**src/hw/soc_pkg.sv**
```systemverilog
// shared bus types, address map and reset values for the two-master fabric
// every design file refers to these by soc_pkg:: scoped names
`default_nettype none

package soc_pkg;

	typedef logic [31:0] word_t;
	// byte write strobes, all zero means a read
	typedef logic [3:0]  strb_t;
	typedef logic [0:0]  master_id_t;
	typedef logic [3:0]  region_t;
	typedef logic [7:0]  byte_t;
	typedef logic [5:0]  led_t;

	localparam int N_MASTERS = 2;
	typedef logic [N_MASTERS-1:0] cpu_run_t;

	typedef struct packed {
		logic  valid;
		word_t addr;
		word_t wdata;
		strb_t wstrb;
	} bus_req_t;

	typedef struct packed {
		word_t rdata;
		logic  ready;
	} bus_rsp_t;

	// address map, top nibble of the address
	localparam region_t REGION_UART = 4'h1;
	localparam region_t REGION_SYS  = 4'h2;
	localparam region_t REGION_RAM  = 4'h4;

	localparam int RAM_WORDS = 256;
	localparam int RAM_AW    = $clog2(RAM_WORDS);
	typedef logic [RAM_AW-1:0] ram_idx_t;

	localparam word_t BUS_ERR_DATA = 32'hdeadbeef;
	localparam int    IRQ_BUS_ERR  = 3;
	localparam word_t SOC_VERSION  = 32'h0000_0000;

	// reset values
	localparam word_t    UART_DIV_RESET  = 32'd16;
	localparam led_t     LED_RESET       = '0;
	localparam byte_t    PSRAM_OVR_RESET = '0;
	// cpu 0 runs out of reset, the others as well until software stops them
	localparam cpu_run_t CPU_RUN_RESET   = '1;

	typedef enum logic [1:0] {
		uart_idle,
		uart_start,
		uart_data,
		uart_stop
	} uart_state_t;

endpackage

`default_nettype wire

```
**src/hw/bus_arbiter.sv**
```systemverilog
// round-robin arbiter between the two bus masters
// the granted master owns the shared port until it drops valid
`timescale 1ns/1ps
`default_nettype none

module bus_arbiter (
	input  wire                                               clk48m,
	input  wire                                               rst,
	input  soc_pkg::bus_req_t [soc_pkg::N_MASTERS-1:0]        m_req,
	output soc_pkg::bus_rsp_t [soc_pkg::N_MASTERS-1:0]        m_rsp,
	output soc_pkg::bus_req_t                                 s_req,
	input  soc_pkg::bus_rsp_t                                 s_rsp,
	output soc_pkg::master_id_t                               cur_master
);

	soc_pkg::master_id_t grant;
	soc_pkg::master_id_t other;

	// with two masters the next in turn is simply the other one
	assign other = grant + 1'b1;

	// grant only moves while the owner is idle, so a transfer in
	// flight is never cut off
	always_ff @(posedge clk48m) begin
		if (rst) begin
			grant <= '0;
		end else if (!m_req[grant].valid && m_req[other].valid) begin
			grant <= other;
		end
	end

	// non-granted master never reaches the decoder
	assign s_req = m_req[grant];

	// read data goes to everyone, ready only to the owner
	always_comb begin
		for (int i = 0; i < soc_pkg::N_MASTERS; i++) begin
			m_rsp[i].rdata = s_rsp.rdata;
			m_rsp[i].ready = s_rsp.ready && (grant == soc_pkg::master_id_t'(i));
		end
	end

	// software readback of which cpu is on the bus
	assign cur_master = grant;

endmodule

`default_nettype wire

```
**config.mk**
```make
export PLATFORM = sky130hd
export DESIGN_NAME = bus_arbiter
export DESIGN_NICKNAME = d
export VERILOG_FILES = /design/src/hw/soc_pkg.sv /design/src/hw/bus_arbiter.sv
export SDC_FILE = /design/constraint.sdc
export NUM_CORES = 1
export LEC_CHECK = 0
export ABC_AREA = 1
export BUFFER_PORTS_ARGS = -buffer_cell sky130_fd_sc_hd__buf_2
export CORE_AREA = 2 2 119 121
export CTS_BUF_LIST = sky130_fd_sc_hd__clkbuf_8
export DETAILED_ROUTE_END_ITERATION = 7
export DIE_AREA = 0 0 121 123
export HOLD_SLACK_MARGIN = 0.05
export SLEW_MARGIN = 25
export SYNTH_ARGS = -nofsm -noshare
export SYNTH_HDL_FRONTEND = slang
export SYNTH_SLANG_ARGS = --single-unit
export TNS_END_PERCENT = 50
```
**constraint.sdc**
```tcl
create_clock -name clk48m -period 1.54 [get_ports clk48m]
set_clock_uncertainty 0.15 [all_clocks]
set_input_delay 0.154 -clock clk48m [delete_from_list [all_inputs] [get_ports clk48m]]
set_output_delay 0.154 -clock clk48m [all_outputs]
set_load 0.1 [all_outputs]
```
==> reports/qor.yml <==
floorplanning:
  dieArea_um2: 14880
  ios: 309
  die_w_um: 121
  start_util_pct: 10.41
  num_rows: 43
  die_y_um: 123
  coreArea_um2: 13610
logic_synthesis:
  async_reset_ff_share_pct: 0
  syn_area_um2: 1418
  seq_area_frac_synth_pct: 1.412
  synth.most_common_cell: "nand2_1"
  synth_top_area_cell: "nand2_1"
  ys.flop_type: "dfxtp_1"
  syn_inst: 298
  synth_top_area_share_pct: 54.81
  synth_cell_types: 12
  synth_fp_nets: 471
  ys_ff_latch: 1
  synth_area_leaders: "nand2_1, buf_4, buf_6"
  ys_warn_count: 0
  avgSynthCellArea_um2: 4.757
  synth-edff-count: 0
  synth_common_cells: "nand2_1, buf_4, inv_1"
outcome:
  outcome: "completed"
global_routing:
  grt_overflow: 0
  grt_pass1_wl_mm: 10.27
  antenna_found_initial: 0
  grt_max_degree: 41
  grt_pass1_vias: 2231
  track_usage_pct: 8.201
critical_path:
  cp-start-kind: "flip-flop"
  rrSetupSlack_ns: 0.50
  crit_chain: "inv_2, buf_12, nand2_1, nand2_8, buf_12"
  critPathMaxStageDelay_ns: 0.34
  arrival_ns: 1.08
  end_kind: "primary output"
  r2r_cells: 4
  critPathMostFrequentCell: "buf_12"
  cp_slowest_cell: "dfxtp_4"
  path_class: "reg2out"
  worst_ep_required_time_ns: 1.24
  crit_buf_inv: 3
  cp_max_fo: 36
  r2r_start: "cur_master$_SDFFE_PP0P_"
  crit_family: "buffers and inverters"
  r2r_end: "cur_master$_SDFFE_PP0P_"
timing:
  finalSetupViolations: 0
  final_hold_viol_count: 0
  period_share_pct: 89.64
  rsz0062_at_grt: "no"
  worst_slew_pin_slew_ns: 0.1995
  slew_headroom_pct: 86.67
  setup_tns_ns: 0
  slew_violations: 0
  whs_ns: 0.1580
  fin_crit_ns: 1.381
  max_freq_ghz: 0.7244
placed_design:
  post_dp_cell_area_um2: 3919
  portBuffers: 212
  gp_congestion: 0.6794
  hpwl_mm: 5.997
drt:
  drt-total-wl_mm: 6.693
  wl_per_cell_um: 10.88
  drtIter0Drc: 37
  viasPerCell: 3.540
  vias: 2177
  drc: 0
  drt_first_pass_iters: 4
  ant_nets: 0
min_path:
  whs_endpoint: "m_rsp[47]"
  min-delay-start: "s_rsp[14]"
  hold_class: "in2out"
  hold_path_depth: 0
clock_network:
  cts_hold_buf: 0
  cts_resized: 0
  cts_setup_buffers: 0
  clk_latency_ns: 0
  clk_pin_slew_ns: 0
layout:
  post-route-cell-area_um2: 3919
  diodes: 0
  nets: 610
  fill_cells: 1465
  area_growth_pct: 176.4
  largest_register_ffs: 1
  post-route-util_pct: 28.79
  drive_gt1_share_pct: 66.44
pwr:
  p_per_area_nw_per_um2: 736.0
  power_uw: 2884
  ir_drop_v: 0.0003088
  p_leak_uw: 0.001979
job:
  maxCapViolCount: 0
==> where the power goes <==
| group | leakage, uW | internal, uW | total, uW | switching (uW) |
|---|---|---|---|---|
| Clock | 0 | 0 | 0 | 0 |
| Combinational | 0.00197 | 994 | 2850 | 1860 |
| Sequential | 0.00000892 | 28.0 | 31.5 | 3.45 |
==> logic make-up (layout without fill, tap and decap cells) <==
kind of cell / after synthesis / after routing / synth area share (%)
and+or+nand+nor: 210 / 210 / 55.69
buffers and inverters: 85 / 222 / 42.19
DFF: 1 / 1 / 1.412
AOI/OAI and AO/OA: 2 / 2 / 0.7054
==> per-layer routing <==
layer / track usage [%] / wire, um
met5: 0 / 0
met4: 0.7267 / 50
met3: 3.782 / 975
met2: 15.77 / 3432
met1: 8.391 / 2235
==> how the worst max path moves through the flow <==
stage	cells past startpoint	slack, ns	endpoint	from
5_1_grt	5	0.09	s_req[58]	cur_master$_SDFFE_PP0P_
3_3_place_gp	5	0.15	s_req[0]	cur_master$_SDFFE_PP0P_
4_1_cts	5	0.14	s_req[0]	cur_master$_SDFFE_PP0P_
2_1_floorplan	4	-0.07	s_req[29]	cur_master$_SDFFE_PP0P_
6_report	5	0.16	s_req[0]	cur_master$_SDFFE_PP0P_
3_5_place_dp	5	0.14	s_req[2]	cur_master$_SDFFE_PP0P_
==> layout make-up <==
type	instances	area (um2)	share of cell area, %
multi-input combinational	212	1421	36.27
sequential	1	23.77	0.6066
timing repair buffer	216	2222	56.70
inverter	6	26.28	0.6705
tap	180	225.2	5.747
==> per-stage QoR <==
| stage | instances | worst slack, ns |
|---|---|---|
| after floorplan | 298 | -0.07149 |
| after global routing | 615 | 0.09146 |
| final | 615 | 0.1595 |
| after global placement | 615 | 0.1528 |
| after CTS | 615 | 0.1429 |
| after detailed placement | 615 | 0.1425 |
==> layout by cell type (no fill, tap or decap), types with 4 or more instances in the layout <==
master   instances
buf_12          76
buf_2          140
inv_1            4
nand2_1        139
nand2_2         34
nand2_4          4
nand2_8         30
Note: power is estimated with default switching activity, not from simulation.
