$ cat src/hw/soc_pkg.sv
// shared bus types, address map and reset values for the two-master fabric
// every design file refers to these by soc_pkg:: scoped names
`default_nettype none

package soc_pkg;

	typedef logic [31:0] word_t;
	// byte write strobes, all zero means a read
	typedef logic [3:0]  strb_t;
	typedef logic [0:0]  master_id_t;
	typedef logic [3:0]  region_t;
	typedef logic [7:0]  byte_t;
	typedef logic [5:0]  led_t;

	localparam int N_MASTERS = 2;
	typedef logic [N_MASTERS-1:0] cpu_run_t;

	typedef struct packed {
		logic  valid;
		word_t addr;
		word_t wdata;
		strb_t wstrb;
	} bus_req_t;

	typedef struct packed {
		word_t rdata;
		logic  ready;
	} bus_rsp_t;

	// address map, top nibble of the address
	localparam region_t REGION_UART = 4'h1;
	localparam region_t REGION_SYS  = 4'h2;
	localparam region_t REGION_RAM  = 4'h4;

	localparam int RAM_WORDS = 256;
	localparam int RAM_AW    = $clog2(RAM_WORDS);
	typedef logic [RAM_AW-1:0] ram_idx_t;

	localparam word_t BUS_ERR_DATA = 32'hdeadbeef;
	localparam int    IRQ_BUS_ERR  = 3;
	localparam word_t SOC_VERSION  = 32'h0000_0000;

	// reset values
	localparam word_t    UART_DIV_RESET  = 32'd16;
	localparam led_t     LED_RESET       = '0;
	localparam byte_t    PSRAM_OVR_RESET = '0;
	// cpu 0 runs out of reset, the others as well until software stops them
	localparam cpu_run_t CPU_RUN_RESET   = '1;

	typedef enum logic [1:0] {
		uart_idle,
		uart_start,
		uart_data,
		uart_stop
	} uart_state_t;

endpackage

`default_nettype wire

$ cat src/hw/sys_regs.sv
// system register block: leds, psram pin overrides, cpu run control
// index 0 reads the version word, index 1 the current bus master
`timescale 1ns/1ps
`default_nettype none

module sys_regs (
	input  wire                  clk48m,
	input  wire                  rst,
	input  wire                  sel,
	input  soc_pkg::word_t       addr,
	input  soc_pkg::word_t       wdata,
	input  soc_pkg::strb_t       wstrb,
	input  soc_pkg::master_id_t  cur_master,
	output soc_pkg::word_t       rdata,
	output soc_pkg::led_t        led,
	output soc_pkg::byte_t       psram_ovr_a,
	output soc_pkg::byte_t       psram_ovr_b,
	output soc_pkg::cpu_run_t    cpu_run
);

	logic [2:0] idx;

	assign idx = addr[4:2];

	always_ff @(posedge clk48m) begin
		if (rst) begin
			led         <= soc_pkg::LED_RESET;
			psram_ovr_a <= soc_pkg::PSRAM_OVR_RESET;
			psram_ovr_b <= soc_pkg::PSRAM_OVR_RESET;
			cpu_run     <= soc_pkg::CPU_RUN_RESET;
		end else if (sel && wstrb[0]) begin
			case (idx)
				3'd0: led         <= wdata[5:0];
				3'd1: psram_ovr_a <= wdata[7:0];
				3'd2: psram_ovr_b <= wdata[7:0];
				// cpu 0 always runs, bit 0 not writable
				3'd3: cpu_run[soc_pkg::N_MASTERS-1:1] <= wdata[soc_pkg::N_MASTERS-1:1];
				default: ;
			endcase
		end
	end

	always_comb begin
		case (idx)
			3'd0:    rdata = soc_pkg::SOC_VERSION;
			3'd1:    rdata = soc_pkg::word_t'(cur_master);
			default: rdata = '0;
		endcase
	end

endmodule

`default_nettype wire

$ cat config.mk
export PLATFORM = sky130hd
export DESIGN_NAME = sys_regs
export DESIGN_NICKNAME = d
export VERILOG_FILES = /design/src/hw/soc_pkg.sv /design/src/hw/sys_regs.sv
export SDC_FILE = /design/constraint.sdc
export NUM_CORES = 1
export LEC_CHECK = 0
export ABC_AREA = 1
export BUFFER_PORTS_ARGS = -buffer_cell sky130_fd_sc_hd__buf_2
export CORE_ASPECT_RATIO = 0.8
export CORE_MARGIN = 3
export CORE_UTILIZATION = 38
export CTS_CLUSTER_DIAMETER = 150
export DETAILED_ROUTE_END_ITERATION = 8
export MAX_ROUTING_LAYER = met4
export PLACE_DENSITY_LB_ADDON = 0.05
export SYNTH_ARGS = -nofsm -noshare
export SYNTH_HDL_FRONTEND = slang
export SYNTH_SLANG_ARGS = --single-unit
$ cat constraint.sdc
create_clock -name clk48m -period 1.4 [get_ports clk48m]
set_input_delay 0 -clock clk48m [delete_from_list [all_inputs] [get_ports clk48m]]
set_output_delay 0 -clock clk48m [all_outputs]
set_load 0.02 [all_outputs]
==> qor.yml <==
status: "completed"
power_density_mw_per_mm2: 938.8
hold_slack_ns: 0.01172
crit_cells: 1
internal_power_uw: 927.6
hold_viol_final: 0
clock.fmax_ghz: 1.251
required_ns: 1.40
pre_cts_ws_ns: 0.5140
seq_power_share: 0.515
vias_per_cell: 4.235
dr.pass1.iters: 4
die_w_um: 70.44
p_sw_uw: 384.5
critical_path.slowest_cell: "dfxtp_1"
synth_top_area_share: 0.3647
h-tree-depth: 1
cts_resized: 0
gp_congestion: 0.7390
crit_path_start_kind: "flop"
portBuffers: 39
clk_latency_ns: 0.26
drive_gt1_frac: 0.2326
fin_crit_sh: 0.5709
crit_path_end_kind: "output pin"
setup_viol: 0
grt_overflow: 0
finish.utilization: 0.4464
rrSetupSlack_ns: 0.80
row_count: 18
synth-seq-cells: 23
p_sw_frac: 0.2930
core_area_sq_mm: 0.003131
leakage_uw: 0.0007490
rsz0062_at_grt: "false"
peakVddDrop_mv: 0.3979
comb_power_share: 0.185
cts_root_buf: "clkbuf_8"
drt-wirelength-per-cell_um: 10.72
worst-endpoint-arrival_ns: 0.80
hold_depth: 3
numCtsBuffers: 3
drt-total-wl_um: 2734
crit_buf_inv: 1
grt_max_degree: 29
grt_pass1_vias: 906
reg2reg_depth: 2
tns_ns: 0
yosys.cell_types.count: 13
grt_usage: 0.1323
synth_common_cells: "buf_4 (33), nor2_1 (32), nand2_1 (26)"
area_growth_pct: 10.70
antennaDiodeCount: 0
path_delay_family: "flip-flops"
ys_top_cells_by_area: "dfxtp_1 (36%), buf_4 (20%), nand3_1 (9.9%)"
synth_flop_cell: "dfxtp_1"
dpl.hpwl_um: 2089
fin_crit_ns: 0.7993
cp_cell_sequence: "buf_2"
dieArea_sq_mm: 0.004054
drt_iter0_markers: 32
postCtsSetupBuffers: 0
cts-hold-fix-buffers: 0
slew_violations: 0
synth-seq-area-share: 0.3647
clkTransAtPathRegs_ns: 0.08
synth_most_common_cell: "buf_4"
clkPwrFrac: 0.300
synth_area_sq_mm: 0.001262
maxCapViolCount: 0
antenna_found_initial: 0
finalPower_uw: 1312
start_util: 0.4033
die_height_um: 57.56
slowest_delay_ns: 0.36
cts.sinks: 23
drc: 0
nets: 288
cts.path.max_buffers: 2
crit_type: "reg -> out"
io_pins: 128
crit_fanout: 2
cts_tree: "yes"
postSynthCellCount: 178
grt_pass1_wl_um: 4160
synth_warnings: 0
yosysTopAreaCell: "dfxtp_1"
synth_edf_count: 0
syn_area_per_cell_sq_um: 7.092
vias: 1080
hold_path.class: "in -> reg"
fin_worst_skew_ns: 0
async_reset_ff_frac: 0
fin_ws_ns: 0.6007
drtAntennaViolNets: 0
-- state kept, by name (all words and copies together), names as in the netlist --
signal       count
psram_ovr_a      8
cpu_run          1
led              6
psram_ovr_b      8
-- path summary, 6_finish.rpt --
| kind | start | end |
|---|---|---|
| setup / recovery | psram_ovr_b[3]$_SDFFE_PP0P_ | psram_ovr_b[3] |
| hold / removal | wdata[1] | cpu_run[1]$_SDFFE_PP1P_ |
| setup reg to reg | led[4]$_SDFFE_PP0P_ | led[4]$_SDFFE_PP0P_ |
| hold reg to reg | cpu_run[1]$_SDFFE_PP1P_ | cpu_run[1]$_SDFFE_PP1P_ |
-- final cells by class --
| type | instances | area, sq um |
|---|---|---|
| Clock buffer | 4 | 45.04 |
| Fill cell | 363 | 1733 |
| Inverter | 12 | 45.04 |
| Multi-Input combinational cell | 134 | 579.3 |
| Sequential cell | 23 | 460.4 |
| Tap cell | 40 | 50.05 |
| Timing Repair Buffer | 42 | 217.7 |
-- placed cells by master, fill, tap and decap left out --
cell	instances
a21oi_1	14
nor2_2	1
clkbuf_8	3
buf_2	39
inv_1	12
nor2_4	3
clkbuf_1	1
nand2_1	26
conb_1	32
nand3_1	25
nor2_1	32
dfxtp_1	23
buf_4	3
nand2_2	1
-- routing by layer --
metal	GRT usage	up-vias	wire length, um
met1	0.1547	473	1208
met4	0.02459	0	11
met3	0.03873	2	202
met2	0.2280	40	1312
li1	-	565	-
met5	-	-	0
-- kinds of logic after synthesis --
| kind of cell | after synthesis | share of synthesized area |
|---|---|---|
| AO/OA/AOI/OAI | 14 | 0.05550 |
| buffers and inverters | 51 | 0.2656 |
| flip-flops | 23 | 0.3647 |
| other | 2 | 0.005949 |
| AND/OR/NAND/NOR | 88 | 0.3082 |
-- power groups by stage --
stage / Clock, uW / Combinational, uW / Sequential, uW
2_1_floorplan: 0 / 237 / 708
3_3_place_gp: 0 / 240 / 690
3_5_place_dp: 0 / 242 / 691
4_1_cts: 414 / 243 / 675
5_1_grt: 445 / 266 / 677
6_report: 393 / 243 / 675
-- per-stage QoR --
step | instances | cell area [sq um]
after floorplan | 208 | 1375
after global placement | 251 | 1353
after detailed placement | 251 | 1353
after CTS | 255 | 1398
after global routing | 255 | 1398
final | 255 | 1398
Power figures use the tool's default switching activity.
