### config.mk
export PLATFORM = sky130hd
export DESIGN_NAME = addr_decoder
export DESIGN_NICKNAME = d
export VERILOG_FILES = /design/src/hw/soc_pkg.sv /design/src/hw/addr_decoder.sv
export SDC_FILE = /design/constraint.sdc
export NUM_CORES = 1
export LEC_CHECK = 0
export ABC_AREA = 1
export CAP_MARGIN = 10
export CORE_AREA = 2 2 105 107
export DETAILED_ROUTE_END_ITERATION = 7
export DIE_AREA = 0 0 107 109
export DONT_BUFFER_PORTS = 1
export GPL_TIMING_DRIVEN = 0
export PLACE_DENSITY = 0.34
export SLEW_MARGIN = 15
export SYNTH_ARGS = -nofsm -noshare
export SYNTH_HDL_FRONTEND = slang
export SYNTH_SLANG_ARGS = --single-unit
export TNS_END_PERCENT = 10
### constraint.sdc
create_clock -name clk48m -period 2.6 [get_ports clk48m]
set_input_delay 0.65 -clock clk48m [delete_from_list [all_inputs] [get_ports clk48m]]
set_output_delay 0.65 -clock clk48m [all_outputs]
set_load 0.01 [all_outputs]
### src/hw/soc_pkg.sv
// shared bus types, address map and reset values for the two-master fabric
// every design file refers to these by soc_pkg:: scoped names
`default_nettype none

package soc_pkg;

	typedef logic [31:0] word_t;
	// byte write strobes, all zero means a read
	typedef logic [3:0]  strb_t;
	typedef logic [0:0]  master_id_t;
	typedef logic [3:0]  region_t;
	typedef logic [7:0]  byte_t;
	typedef logic [5:0]  led_t;

	localparam int N_MASTERS = 2;
	typedef logic [N_MASTERS-1:0] cpu_run_t;

	typedef struct packed {
		logic  valid;
		word_t addr;
		word_t wdata;
		strb_t wstrb;
	} bus_req_t;

	typedef struct packed {
		word_t rdata;
		logic  ready;
	} bus_rsp_t;

	// address map, top nibble of the address
	localparam region_t REGION_UART = 4'h1;
	localparam region_t REGION_SYS  = 4'h2;
	localparam region_t REGION_RAM  = 4'h4;

	localparam int RAM_WORDS = 256;
	localparam int RAM_AW    = $clog2(RAM_WORDS);
	typedef logic [RAM_AW-1:0] ram_idx_t;

	localparam word_t BUS_ERR_DATA = 32'hdeadbeef;
	localparam int    IRQ_BUS_ERR  = 3;
	localparam word_t SOC_VERSION  = 32'h0000_0000;

	// reset values
	localparam word_t    UART_DIV_RESET  = 32'd16;
	localparam led_t     LED_RESET       = '0;
	localparam byte_t    PSRAM_OVR_RESET = '0;
	// cpu 0 runs out of reset, the others as well until software stops them
	localparam cpu_run_t CPU_RUN_RESET   = '1;

	typedef enum logic [1:0] {
		uart_idle,
		uart_start,
		uart_data,
		uart_stop
	} uart_state_t;

endpackage

`default_nettype wire

### src/hw/addr_decoder.sv
// address decode for the shared bus port
// drives target selects, muxes read data, combines ready, raises bus-error irq
`timescale 1ns/1ps
`default_nettype none

module addr_decoder (
	input  wire                clk48m,
	input  wire                rst,
	input  soc_pkg::bus_req_t  s_req,
	output soc_pkg::bus_rsp_t  s_rsp,
	output logic               ram_sel,
	output logic               uart_dat_sel,
	output logic               uart_div_sel,
	output logic               sys_sel,
	input  soc_pkg::word_t     ram_rdata,
	input  soc_pkg::word_t     uart_dat_rdata,
	input  soc_pkg::word_t     uart_div_rdata,
	input  soc_pkg::word_t     sys_rdata,
	input  wire                ram_ready,
	input  wire                dat_wait,
	output soc_pkg::word_t     irq
);

	soc_pkg::region_t region;
	soc_pkg::word_t   rd_mux;
	logic             bus_err;
	logic             rdy;

	assign region = s_req.addr[31:28];

	always_comb begin
		ram_sel      = 1'b0;
		uart_dat_sel = 1'b0;
		uart_div_sel = 1'b0;
		sys_sel      = 1'b0;
		bus_err      = 1'b0;
		rd_mux       = soc_pkg::BUS_ERR_DATA;
		case (region)
			soc_pkg::REGION_RAM: begin
				ram_sel = s_req.valid;
				rd_mux  = ram_rdata;
			end
			soc_pkg::REGION_UART: begin
				// bit 2 picks divider over data
				if (s_req.addr[2]) begin
					uart_div_sel = s_req.valid;
					rd_mux       = uart_div_rdata;
				end else begin
					uart_dat_sel = s_req.valid;
					rd_mux       = uart_dat_rdata;
				end
			end
			soc_pkg::REGION_SYS: begin
				sys_sel = s_req.valid;
				rd_mux  = sys_rdata;
			end
			// nothing mapped here, lcd region included
			default: bus_err = s_req.valid;
		endcase
	end

	// ram is the only target with latency, uart data may stall
	assign rdy = ram_ready || uart_div_sel || sys_sel ||
		(uart_dat_sel && !dat_wait) || bus_err;

	assign s_rsp = '{rdata: rd_mux, ready: rdy};

	// irq 3 pulses the cycle after an unmapped access
	always_ff @(posedge clk48m) begin
		if (rst) begin
			irq <= '0;
		end else begin
			irq <= '0;
			irq[soc_pkg::IRQ_BUS_ERR] <= bus_err;
		end
	end

endmodule

`default_nettype wire

==> impl_metrics.csv <==
group,metric,value,unit
finish,largest_reg_flops,1,
worst_setup_path,path_cells,"buf_2 > inv_1 > buf_2 > nand2_1 > nand2_1 > nand2_1 > nand4_1",
placement,io_buffer_count,0,
logic_synthesis,synth-seq-area-share,0.0130,
worst_setup_path,cpPeakStageDelay,0.30,ns
detailed_routing,wl,7.77,mm
worst_setup_path,cp_slowest_cell,"buf_2",
die,initial_core_util,0.146,
logic_synthesis,yosysUniqueCellTypes,15,
worst_hold_path,hold_path.class,"primary input to register",
grt,overflow,0,
logic_synthesis,yosys.cell_count.top_type,"nand2_1",
die,coreArea,0.0106,mm2
logic_synthesis,yosysTopAreaCellShare,0.328,
worst_setup_path,crit_required,1.95,ns
finish,multiInputGateArea,0.00123,mm2
logic_synthesis,ys.flop_type,"dfxtp_1",
worst_setup_path,cp_max_fo,10,
status,status,"complete, no violations",
logic_synthesis,synth_area,0.00154,mm2
finish,nets,549,
worst_setup_path,crit_arrival,1.77,ns
logic_synthesis,synth_commonest_cells,"nand2_1, nand3_1, buf_4",
power,p_leak,0.899,nW
logic_synthesis,yosys_warnings,0,
clocking,clkTransAtPathRegs,0,ns
die,die_h,109,um
logic_synthesis,synth-seq-cells,1,
die,ios,270,
timing,finalSetupTns,0,ns
detailed_routing,via_per_inst,4.35,
timing,setup_viol,0,
logic_synthesis,synth_cells,316,
logic_synthesis,synth.area.top_cells,"nand2_1, nand3_1, buf_4",
logic_synthesis,synth_edf_count,0,
finish,antenna_cells,0,
worst_setup_path,startpoint_type,"primary input",
power,peakVddDrop,0.0387,mV
grt,grt_pass1_wl,10.5,mm
finish,area_delta_synth_final,18.7,%
timing,drv_slew,0,
finish,top_register,"irq",
power,power_density,149,mW/mm2
die,num_rows,38,
timing,max_clock_freq,0.413,GHz
worst_hold_path,whs_path_depth,1,
finish,area.sequential,20.0,um2
job,maxCapViolations,0,
worst_setup_path,end_kind,"output pin",
grt,grt.total_usage,0.118,
placement,pre_cts_slack,0.0184,ns
detailed_routing,routedWlPerCell,16.0,um
die,die_x,107,um
worst_setup_path,critPathBufInv,3,
detailed_routing,drtIter0Drc,92,
timing,worst_slack,0.176,ns
detailed_routing,via_count,2114,
timing,hold_violations,0,
detailed_routing,dr.pass1.iters,4,
grt,grt_start_max_net_pins,11,
finish,largestRegisters,"irq x1",
timing,finalCritPeriodShare,0.932,
detailed_routing,ant_nets,0,
worst_setup_path,path_common_cell,"nand2_1",
placement,dp_hpwl,6.62,mm
worst_setup_path,path_delay_family,"buffers and inverters",
timing,fin_crit,2.42,ns
logic_synthesis,synthArstFlopShare,0,
worst_hold_path,hp-start,"rst",
logic_synthesis,syn_avg_cell_area,4.89,um2
die,dieArea,0.0117,mm2
clocking,ctsHoldBuffers,0,
grt,grt_pass1_vias,1939,
timing,rsz0062_at_grt,"no",
placement,routabilityCongestion,0.692,
finish,nFillCells,1252,
grt,antenna_found_initial,0,
logic_synthesis,yosys.area.top_type,"nand2_1",
detailed_routing,drc,0,
worst_setup_path,critPathKind,"primary input to output pin",
worst_hold_path,min_delay_worst_endpoint,"irq[3]$_SDFF_PP0_",
finish,layout-drive-gt1-share,0.179,
==> area by class of cell <==
class / instances / area share
Buffer: 57 / 0.205
Inverter: 9 / 0.0184
Multi-Input combinational cell: 279 / 0.670
Sequential cell: 1 / 0.0109
Tap cell: 140 / 0.0956
==> metal layers <==
layer  vias to the layer above  global-route usage  wire, um
li1                       1039                   -         -
met3                         8              0.0245       784
met2                       151               0.229      3860
met5                         -                   0         0
met1                       916               0.134      3020
met4                         0              0.0195       103
==> kinds of logic (layout without fill, tap and decap cells) <==
| logic type | after synthesis | after routing | share of synthesized area |
|---|---|---|---|
| AND/OR/NAND/NOR | 248 | 248 | 0.720 |
| buffers and inverters | 66 | 66 | 0.264 |
| other | 1 | 31 | 0.00243 |
| flip-flops | 1 | 1 | 0.0130 |
==> where the power goes <==
group	internal [mW]	switching (mW)	leakage (nW)
logic	0.0866	0.169	0.891
clock network	0	0	0
registers	0.0166	0.000782	0.00830
==> cells in the final DEF, fill, tap and decap left out <==
| cell type | Yosys | routed |
|---|---|---|
| nand2_1 | 135 | 135 |
| clkbuf_2 | 0 | 1 |
| nor2_2 | 2 | 2 |
| buf_2 | 20 | 20 |
| nand3_1 | 74 | 74 |
| buf_4 | 32 | 32 |
| dfxtp_1 | 1 | 1 |
| nor2_1 | 9 | 9 |
| nor2_4 | 2 | 2 |
| clkbuf_1 | 3 | 2 |
| nand3_2 | 1 | 1 |
| conb_1 | 1 | 31 |
| buf_6 | 2 | 2 |
| inv_2 | 2 | 2 |
| nand4_1 | 25 | 25 |
| inv_1 | 7 | 7 |
==> how the worst max path moves through the flow <==
| stage | start | end | slack, ns | depth (start not counted) |
|---|---|---|---|---|
| floorplan | s_req[64] | s_rsp[14] | 0.58 | 5 |
| global placement | s_req[38] | s_rsp[19] | 0.03 | 6 |
| detailed placement | s_req[38] | s_rsp[19] | 0.02 | 6 |
| CTS | s_req[38] | s_rsp[19] | 0.01 | 6 |
| global route | s_req[64] | s_rsp[16] | 0.04 | 5 |
| finish | s_req[38] | s_rsp[14] | 0.18 | 7 |
==> what timing repair did <==
item,in CTS,in global routing
setup endpoints to repair,0,3
resized for setup,0,2
setup buffers,0,0
==> per-stage QoR <==
| step | total power [mW] | instances | hold slack (ns) | util | area [um2] |
|---|---|---|---|---|---|
| 4_1_cts | 0.277 | 486 | 0.725 | 0.173 | 1830 |
| 6_report | 0.273 | 486 | 0.725 | 0.173 | 1830 |
| 2_1_floorplan | 0.222 | 346 | 0.722 | - | 1660 |
| 5_1_grt | 0.304 | 486 | 0.730 | 0.173 | 1830 |
| 3_5_place_dp | 0.277 | 486 | 0.725 | 0.173 | 1830 |
| 3_3_place_gp | 0.276 | 486 | 0.723 | 0.173 | 1830 |
Note: power is estimated with default switching activity, not from simulation.
