File: src/hw/soc_pkg.sv
// shared bus types, address map and reset values for the two-master fabric
// every design file refers to these by soc_pkg:: scoped names
`default_nettype none

package soc_pkg;

	typedef logic [31:0] word_t;
	// byte write strobes, all zero means a read
	typedef logic [3:0]  strb_t;
	typedef logic [0:0]  master_id_t;
	typedef logic [3:0]  region_t;
	typedef logic [7:0]  byte_t;
	typedef logic [5:0]  led_t;

	localparam int N_MASTERS = 2;
	typedef logic [N_MASTERS-1:0] cpu_run_t;

	typedef struct packed {
		logic  valid;
		word_t addr;
		word_t wdata;
		strb_t wstrb;
	} bus_req_t;

	typedef struct packed {
		word_t rdata;
		logic  ready;
	} bus_rsp_t;

	// address map, top nibble of the address
	localparam region_t REGION_UART = 4'h1;
	localparam region_t REGION_SYS  = 4'h2;
	localparam region_t REGION_RAM  = 4'h4;

	localparam int RAM_WORDS = 256;
	localparam int RAM_AW    = $clog2(RAM_WORDS);
	typedef logic [RAM_AW-1:0] ram_idx_t;

	localparam word_t BUS_ERR_DATA = 32'hdeadbeef;
	localparam int    IRQ_BUS_ERR  = 3;
	localparam word_t SOC_VERSION  = 32'h0000_0000;

	// reset values
	localparam word_t    UART_DIV_RESET  = 32'd16;
	localparam led_t     LED_RESET       = '0;
	localparam byte_t    PSRAM_OVR_RESET = '0;
	// cpu 0 runs out of reset, the others as well until software stops them
	localparam cpu_run_t CPU_RUN_RESET   = '1;

	typedef enum logic [1:0] {
		uart_idle,
		uart_start,
		uart_data,
		uart_stop
	} uart_state_t;

endpackage

`default_nettype wire

File: src/hw/uart_tx.sv
// uart transmitter with divider and data registers
// a data write stalls the bus while a frame is still going out
`timescale 1ns/1ps
`default_nettype none

module uart_tx (
	input  wire             clk48m,
	input  wire             rst,
	input  wire             dat_sel,
	input  wire             div_sel,
	input  soc_pkg::strb_t  wstrb,
	input  soc_pkg::word_t  wdata,
	output soc_pkg::word_t  dat_rdata,
	output soc_pkg::word_t  div_rdata,
	output logic            dat_wait,
	output logic            tx
);

	soc_pkg::uart_state_t state;
	soc_pkg::word_t       div_reg;
	soc_pkg::word_t       cnt;
	soc_pkg::byte_t       shreg;
	logic [2:0]           bit_idx;
	logic                 bit_done;
	logic                 load;
	logic                 tx_next;

	// divider, one byte lane per strobe
	always_ff @(posedge clk48m) begin
		if (rst) begin
			div_reg <= soc_pkg::UART_DIV_RESET;
		end else if (div_sel) begin
			for (int b = 0; b < $bits(soc_pkg::strb_t); b++) begin
				if (wstrb[b]) begin
					div_reg[8*b +: 8] <= wdata[8*b +: 8];
				end
			end
		end
	end

	assign div_rdata = div_reg;
	// no receiver, reads see an empty line
	assign dat_rdata = '1;

	assign load     = dat_sel && wstrb[0] && (state == soc_pkg::uart_idle);
	assign dat_wait = dat_sel && wstrb[0] && (state != soc_pkg::uart_idle);
	assign bit_done = (cnt == div_reg - 1'b1);

	always_ff @(posedge clk48m) begin
		if (rst) begin
			state   <= soc_pkg::uart_idle;
			cnt     <= '0;
			bit_idx <= '0;
		end else begin
			if (state == soc_pkg::uart_idle || bit_done) begin
				cnt <= '0;
			end else begin
				cnt <= cnt + 1'b1;
			end
			case (state)
				soc_pkg::uart_idle: begin
					if (load) begin
						state <= soc_pkg::uart_start;
					end
				end
				soc_pkg::uart_start: begin
					if (bit_done) begin
						bit_idx <= '0;
						state   <= soc_pkg::uart_data;
					end
				end
				soc_pkg::uart_data: begin
					if (bit_done) begin
						bit_idx <= bit_idx + 1'b1;
						if (bit_idx == 3'd7) begin
							state <= soc_pkg::uart_stop;
						end
					end
				end
				default: begin
					if (bit_done) begin
						state <= soc_pkg::uart_idle;
					end
				end
			endcase
		end
	end

	// lsb first, shifted at the end of each data bit
	always_ff @(posedge clk48m) begin
		if (load) begin
			shreg <= wdata[7:0];
		end else if (state == soc_pkg::uart_data && bit_done) begin
			shreg <= shreg >> 1;
		end
	end

	always_comb begin
		case (state)
			soc_pkg::uart_start: tx_next = 1'b0;
			soc_pkg::uart_data:  tx_next = shreg[0];
			default:             tx_next = 1'b1;
		endcase
	end

	// registered line, idles high
	always_ff @(posedge clk48m) begin
		if (rst) begin
			tx <= 1'b1;
		end else begin
			tx <= tx_next;
		end
	end

endmodule

`default_nettype wire

File: config.mk
export PLATFORM = sky130hd
export DESIGN_NAME = uart_tx
export DESIGN_NICKNAME = d
export VERILOG_FILES = /design/src/hw/soc_pkg.sv /design/src/hw/uart_tx.sv
export SDC_FILE = /design/constraint.sdc
export NUM_CORES = 1
export LEC_CHECK = 0
export ABC_AREA = 1
export BUFFER_PORTS_ARGS = -buffer_cell sky130_fd_sc_hd__buf_2
export CAP_MARGIN = 25
export CORE_MARGIN = 3
export CORE_UTILIZATION = 30
export CTS_BUF_LIST = sky130_fd_sc_hd__clkbuf_4
export DETAILED_ROUTE_END_ITERATION = 10
export HOLD_SLACK_MARGIN = 0.02
export PLACE_DENSITY = 0.52
export SLEW_MARGIN = 25
export SYNTH_ARGS = -nofsm -noshare
export SYNTH_HDL_FRONTEND = slang
export SYNTH_SLANG_ARGS = --single-unit
File: constraint.sdc
create_clock -name clk48m -period 2.62 [get_ports clk48m]
set_input_delay 0.131 -clock clk48m [delete_from_list [all_inputs] [get_ports clk48m]]
set_output_delay 0.131 -clock clk48m [all_outputs]
set_load 0.01 [all_outputs]
==> impl_metrics.py <==
metrics = {
    "placement": {
        "numPortBuffers": 73,
        "globalplace.congestion": 0.8734,
        "dp_hpwl_mm": 12.37,
        "place_area_um2": 5794,
    },
    "setup_path": {
        "arrival_ps": 2820,
        "cp_max_fo": 15,
        "crit_type": "register to register",
        "worstSetupEndpointType": "register",
        "cp-start-kind": "register",
        "crit_chain": "inv_1 -> ha_4 -> nand2_2 -> nor2_4 -> nand2_2 -> o21ai_1 -> nand2_1 -> o211ai_1 -> nor2_4 -> nand2_2 -> nand3_4 -> buf_12 -> nor3b_1",
        "crit_top_cell": "nand2_2",
        "max_stage_delay_ps": 350,
        "worst_ep_required_time_ps": 3010,
        "cp_slowest_cell": "dfxtp_1",
    },
    "finish": {
        "fill_cells": 1815,
        "final_common_cell": "nand2_1",
        "regArea_um2": 1645,
        "fin_nets": 967,
        "final_cell_mix": "195 x nand2_1, 119 x nor2_1, 86 x inv_1",
        "final_area_um2": 6530,
        "drive_above_1_share_pct": 18.61,
        "area_delta_synth_final_pct": 28.10,
        "multiInputGateArea_um2": 2994,
    },
    "synth": {
        "syn_avg_cell_area_um2": 6.620,
        "synth-edff-count": 8,
        "ys_ff_latch": 78,
        "async_flop_share_pct": 0,
        "synth_flop_cell": "dfxtp_1",
        "yosys_warnings": 0,
        "syn-instance-count": 770,
        "syn_area_um2": 5097,
        "yosysSeqAreaShare_pct": 32.20,
        "synth_cell_types": 39,
    },
    "pwr": {
        "cell_internal_pwr_mw": 2.240,
        "switchingPower_mw": 1.191,
        "swShare_pct": 34.71,
        "irDropWorstVdd_mv": 0.2702,
        "powerDensity_nw_per_um2": 525.4,
        "power_frac_seq_pct": 40.2,
        "power.total_mw": 3.431,
        "p_leak_nw": 3.026,
        "power_frac_clock_pct": 27.7,
        "p_comb_share_pct": 32.1,
    },
    "clocking": {
        "cts_tree": "yes",
        "cts_buffers": 9,
        "cts-root-buf": "clkbuf_4",
        "clk_pin_slew_ps": 140,
        "clockBufferDepth": 2,
        "clk-insertion-delay-late_ps": 480,
        "clock-sinks": 78,
        "htree_levels": 3,
    },
    "routing": {
        "routed_wl_mm": 15.61,
        "viasPerCell": 4.524,
        "drc": 0,
        "routedWlPerCell_um": 13.63,
        "drt_iter0_drc": 244,
        "drtAntennaViolNets": 0,
        "vias": 5180,
        "firstDrtPassIters": 5,
    },
    "timing": {
        "tightestPinTransition_ps": 507.5,
        "setup_viol": 0,
        "slew_viol_final": 0,
        "skew_ps": 22.10,
        "hold_viol": 0,
        "layout_min_cycle_time_ps": 2426,
        "slew_headroom_pct": 66.08,
        "fmax_mhz": 412.2,
        "hold-worst-slack_ps": 182.8,
        "period_share_pct": 92.59,
    },
    "global_route": {
        "grt_max_degree": 34,
        "grt_pass1_vias": 4766,
        "grt.overflow.total": 0,
        "antenna_found_initial": 1,
        "grt_use_total_pct": 17.08,
        "grt_pass1_wl_mm": 24.50,
    },
    "die": {
        "fp.dieW_um": 136.4,
        "die-area_um2": 18590,
        "die_h_um": 136.4,
        "core_um2": 16580,
        "io_pins": 106,
        "start_util_pct": 30.74,
        "num_rows": 47,
    },
    "hold_path": {
        "hp-class": "input pin to register",
    },
    "job": {
        "max_cap_violations": 0,
    },
    "status": {
        "outcome": "finished clean",
    },
}
[path summary, 6_finish.rpt]
kind	from	endpoint	slack, ps	cells after the start
setup / recovery	div_rdata[0]$_SDFFE_PP0P_	cnt[18]$_SDFF_PP0_	190	13
hold / removal	wstrb[3]	div_rdata[24]$_SDFFE_PP0P_	180	3
setup reg to reg	div_rdata[0]$_SDFFE_PP0P_	cnt[18]$_SDFF_PP0_	190	13
hold reg to reg	bit_idx[2]$_SDFFE_PP0P_	bit_idx[2]$_SDFFE_PP0P_	480	2
[logic make-up (layout without fill, tap and decap cells)]
logic type	count (synthesis)	in the layout	synth area share, %
compound gates	90	90	9.057
xor+xnor	32	32	5.498
fa+ha+maj	8	8	1.964
buf+inv	131	254	12.59
flops	78	78	32.20
mux	7	7	1.546
other cells	1	33	0.07357
simple gates	423	423	37.06
[through the flow]
step	util [%]	setup WS, ps	setup TNS [ps]	std cells
floorplan	-	327.3	0	801
global placement	34.94	138.0	0	1079
detailed placement	34.94	87.26	0	1079
CTS	38.77	68.27	0	1140
global route	39.38	-8.752	-54.47	1145
finish	39.38	194.1	0	1145
[metal layers]
layer | track usage (%) | vias up | part of all wire (%)
met1 | 22.52 | 2351 | 46
met5 | 0 | - | 0
met4 | 5.207 | 0 | 1.3
met3 | 2.258 | 14 | 4.5
li1 | - | 2686 | -
met2 | 29.03 | 129 | 48
[sequential cells by signal, indices dropped and copies added, names as in the netlist]
register,count
cnt,32
state,2
shreg,8
tx,1
bit_idx,3
div_rdata,32
[power groups by stage]
| stage | logic [mW] | registers [mW] | clock network, mW |
|---|---|---|---|
| after floorplan | 0.710 | 1.40 | 0 |
| after global placement | 1.02 | 1.40 | 0 |
| after detailed placement | 1.02 | 1.41 | 0 |
| after global routing | 1.24 | 1.39 | 1.02 |
| after CTS | 1.07 | 1.38 | 0.976 |
| final | 1.10 | 1.38 | 0.950 |
[worst max-delay path: cells and delay by family, from the launching register on]
kind	cells	cell delay (ps)
AO/OA/AOI/OAI	2	420
adder cells (fa/ha/maj)	1	180
buffers and inverters	2	340
flip-flops	1	350
AND/OR/NAND/NOR	8	1050
[cells in the mapped netlist, types with 2 or more instances]
library cell | number | area share, %
nor3_1 | 12 | 1.2
mux2_2 | 7 | 1.5
nor3b_1 | 2 | 0.29
nand4_1 | 13 | 1.6
buf_4 | 33 | 4.9
o211ai_1 | 2 | 0.29
dfxtp_1 | 70 | 27
nor2_4 | 4 | 0.88
inv_1 | 86 | 6.3
nand3_1 | 38 | 3.7
clkbuf_1 | 8 | 0.59
a21oi_1 | 44 | 4.3
ha_1 | 8 | 2.0
nor2_2 | 7 | 0.86
or2_2 | 2 | 0.25
xnor2_1 | 11 | 1.9
o21ai_0 | 37 | 3.6
nor3_2 | 6 | 1.2
nand2_2 | 4 | 0.49
nor3b_2 | 3 | 0.74
nand2_1 | 197 | 15
edfxtp_1 | 8 | 4.7
buf_6 | 2 | 0.44
xor2_1 | 21 | 3.6
o21ai_1 | 4 | 0.39
o21bai_1 | 2 | 0.29
nor2_1 | 124 | 9.1
nand3b_1 | 4 | 0.59
[final cells by class]
cell class | count | area share [%]
diodes | 1 | 0.03832
clock buffers | 10 | 1.150
clock inverters | 6 | 1.686
inverters | 87 | 5.001
multi-input cells | 592 | 45.85
flip-flops and latches | 78 | 25.20
well taps | 220 | 4.215
repair buffers | 151 | 16.86
[timing repair]
item / 4_1_cts / 5_1_grt
endpoints found under the hold margin: 43 / 0
endpoints found under the setup margin: 0 / 37
buffers inserted: 0 / 4
resized for setup: 0 / 18
hold buffers: 45 / 0
No activity file was read; power rests on OpenSTA's default activity.
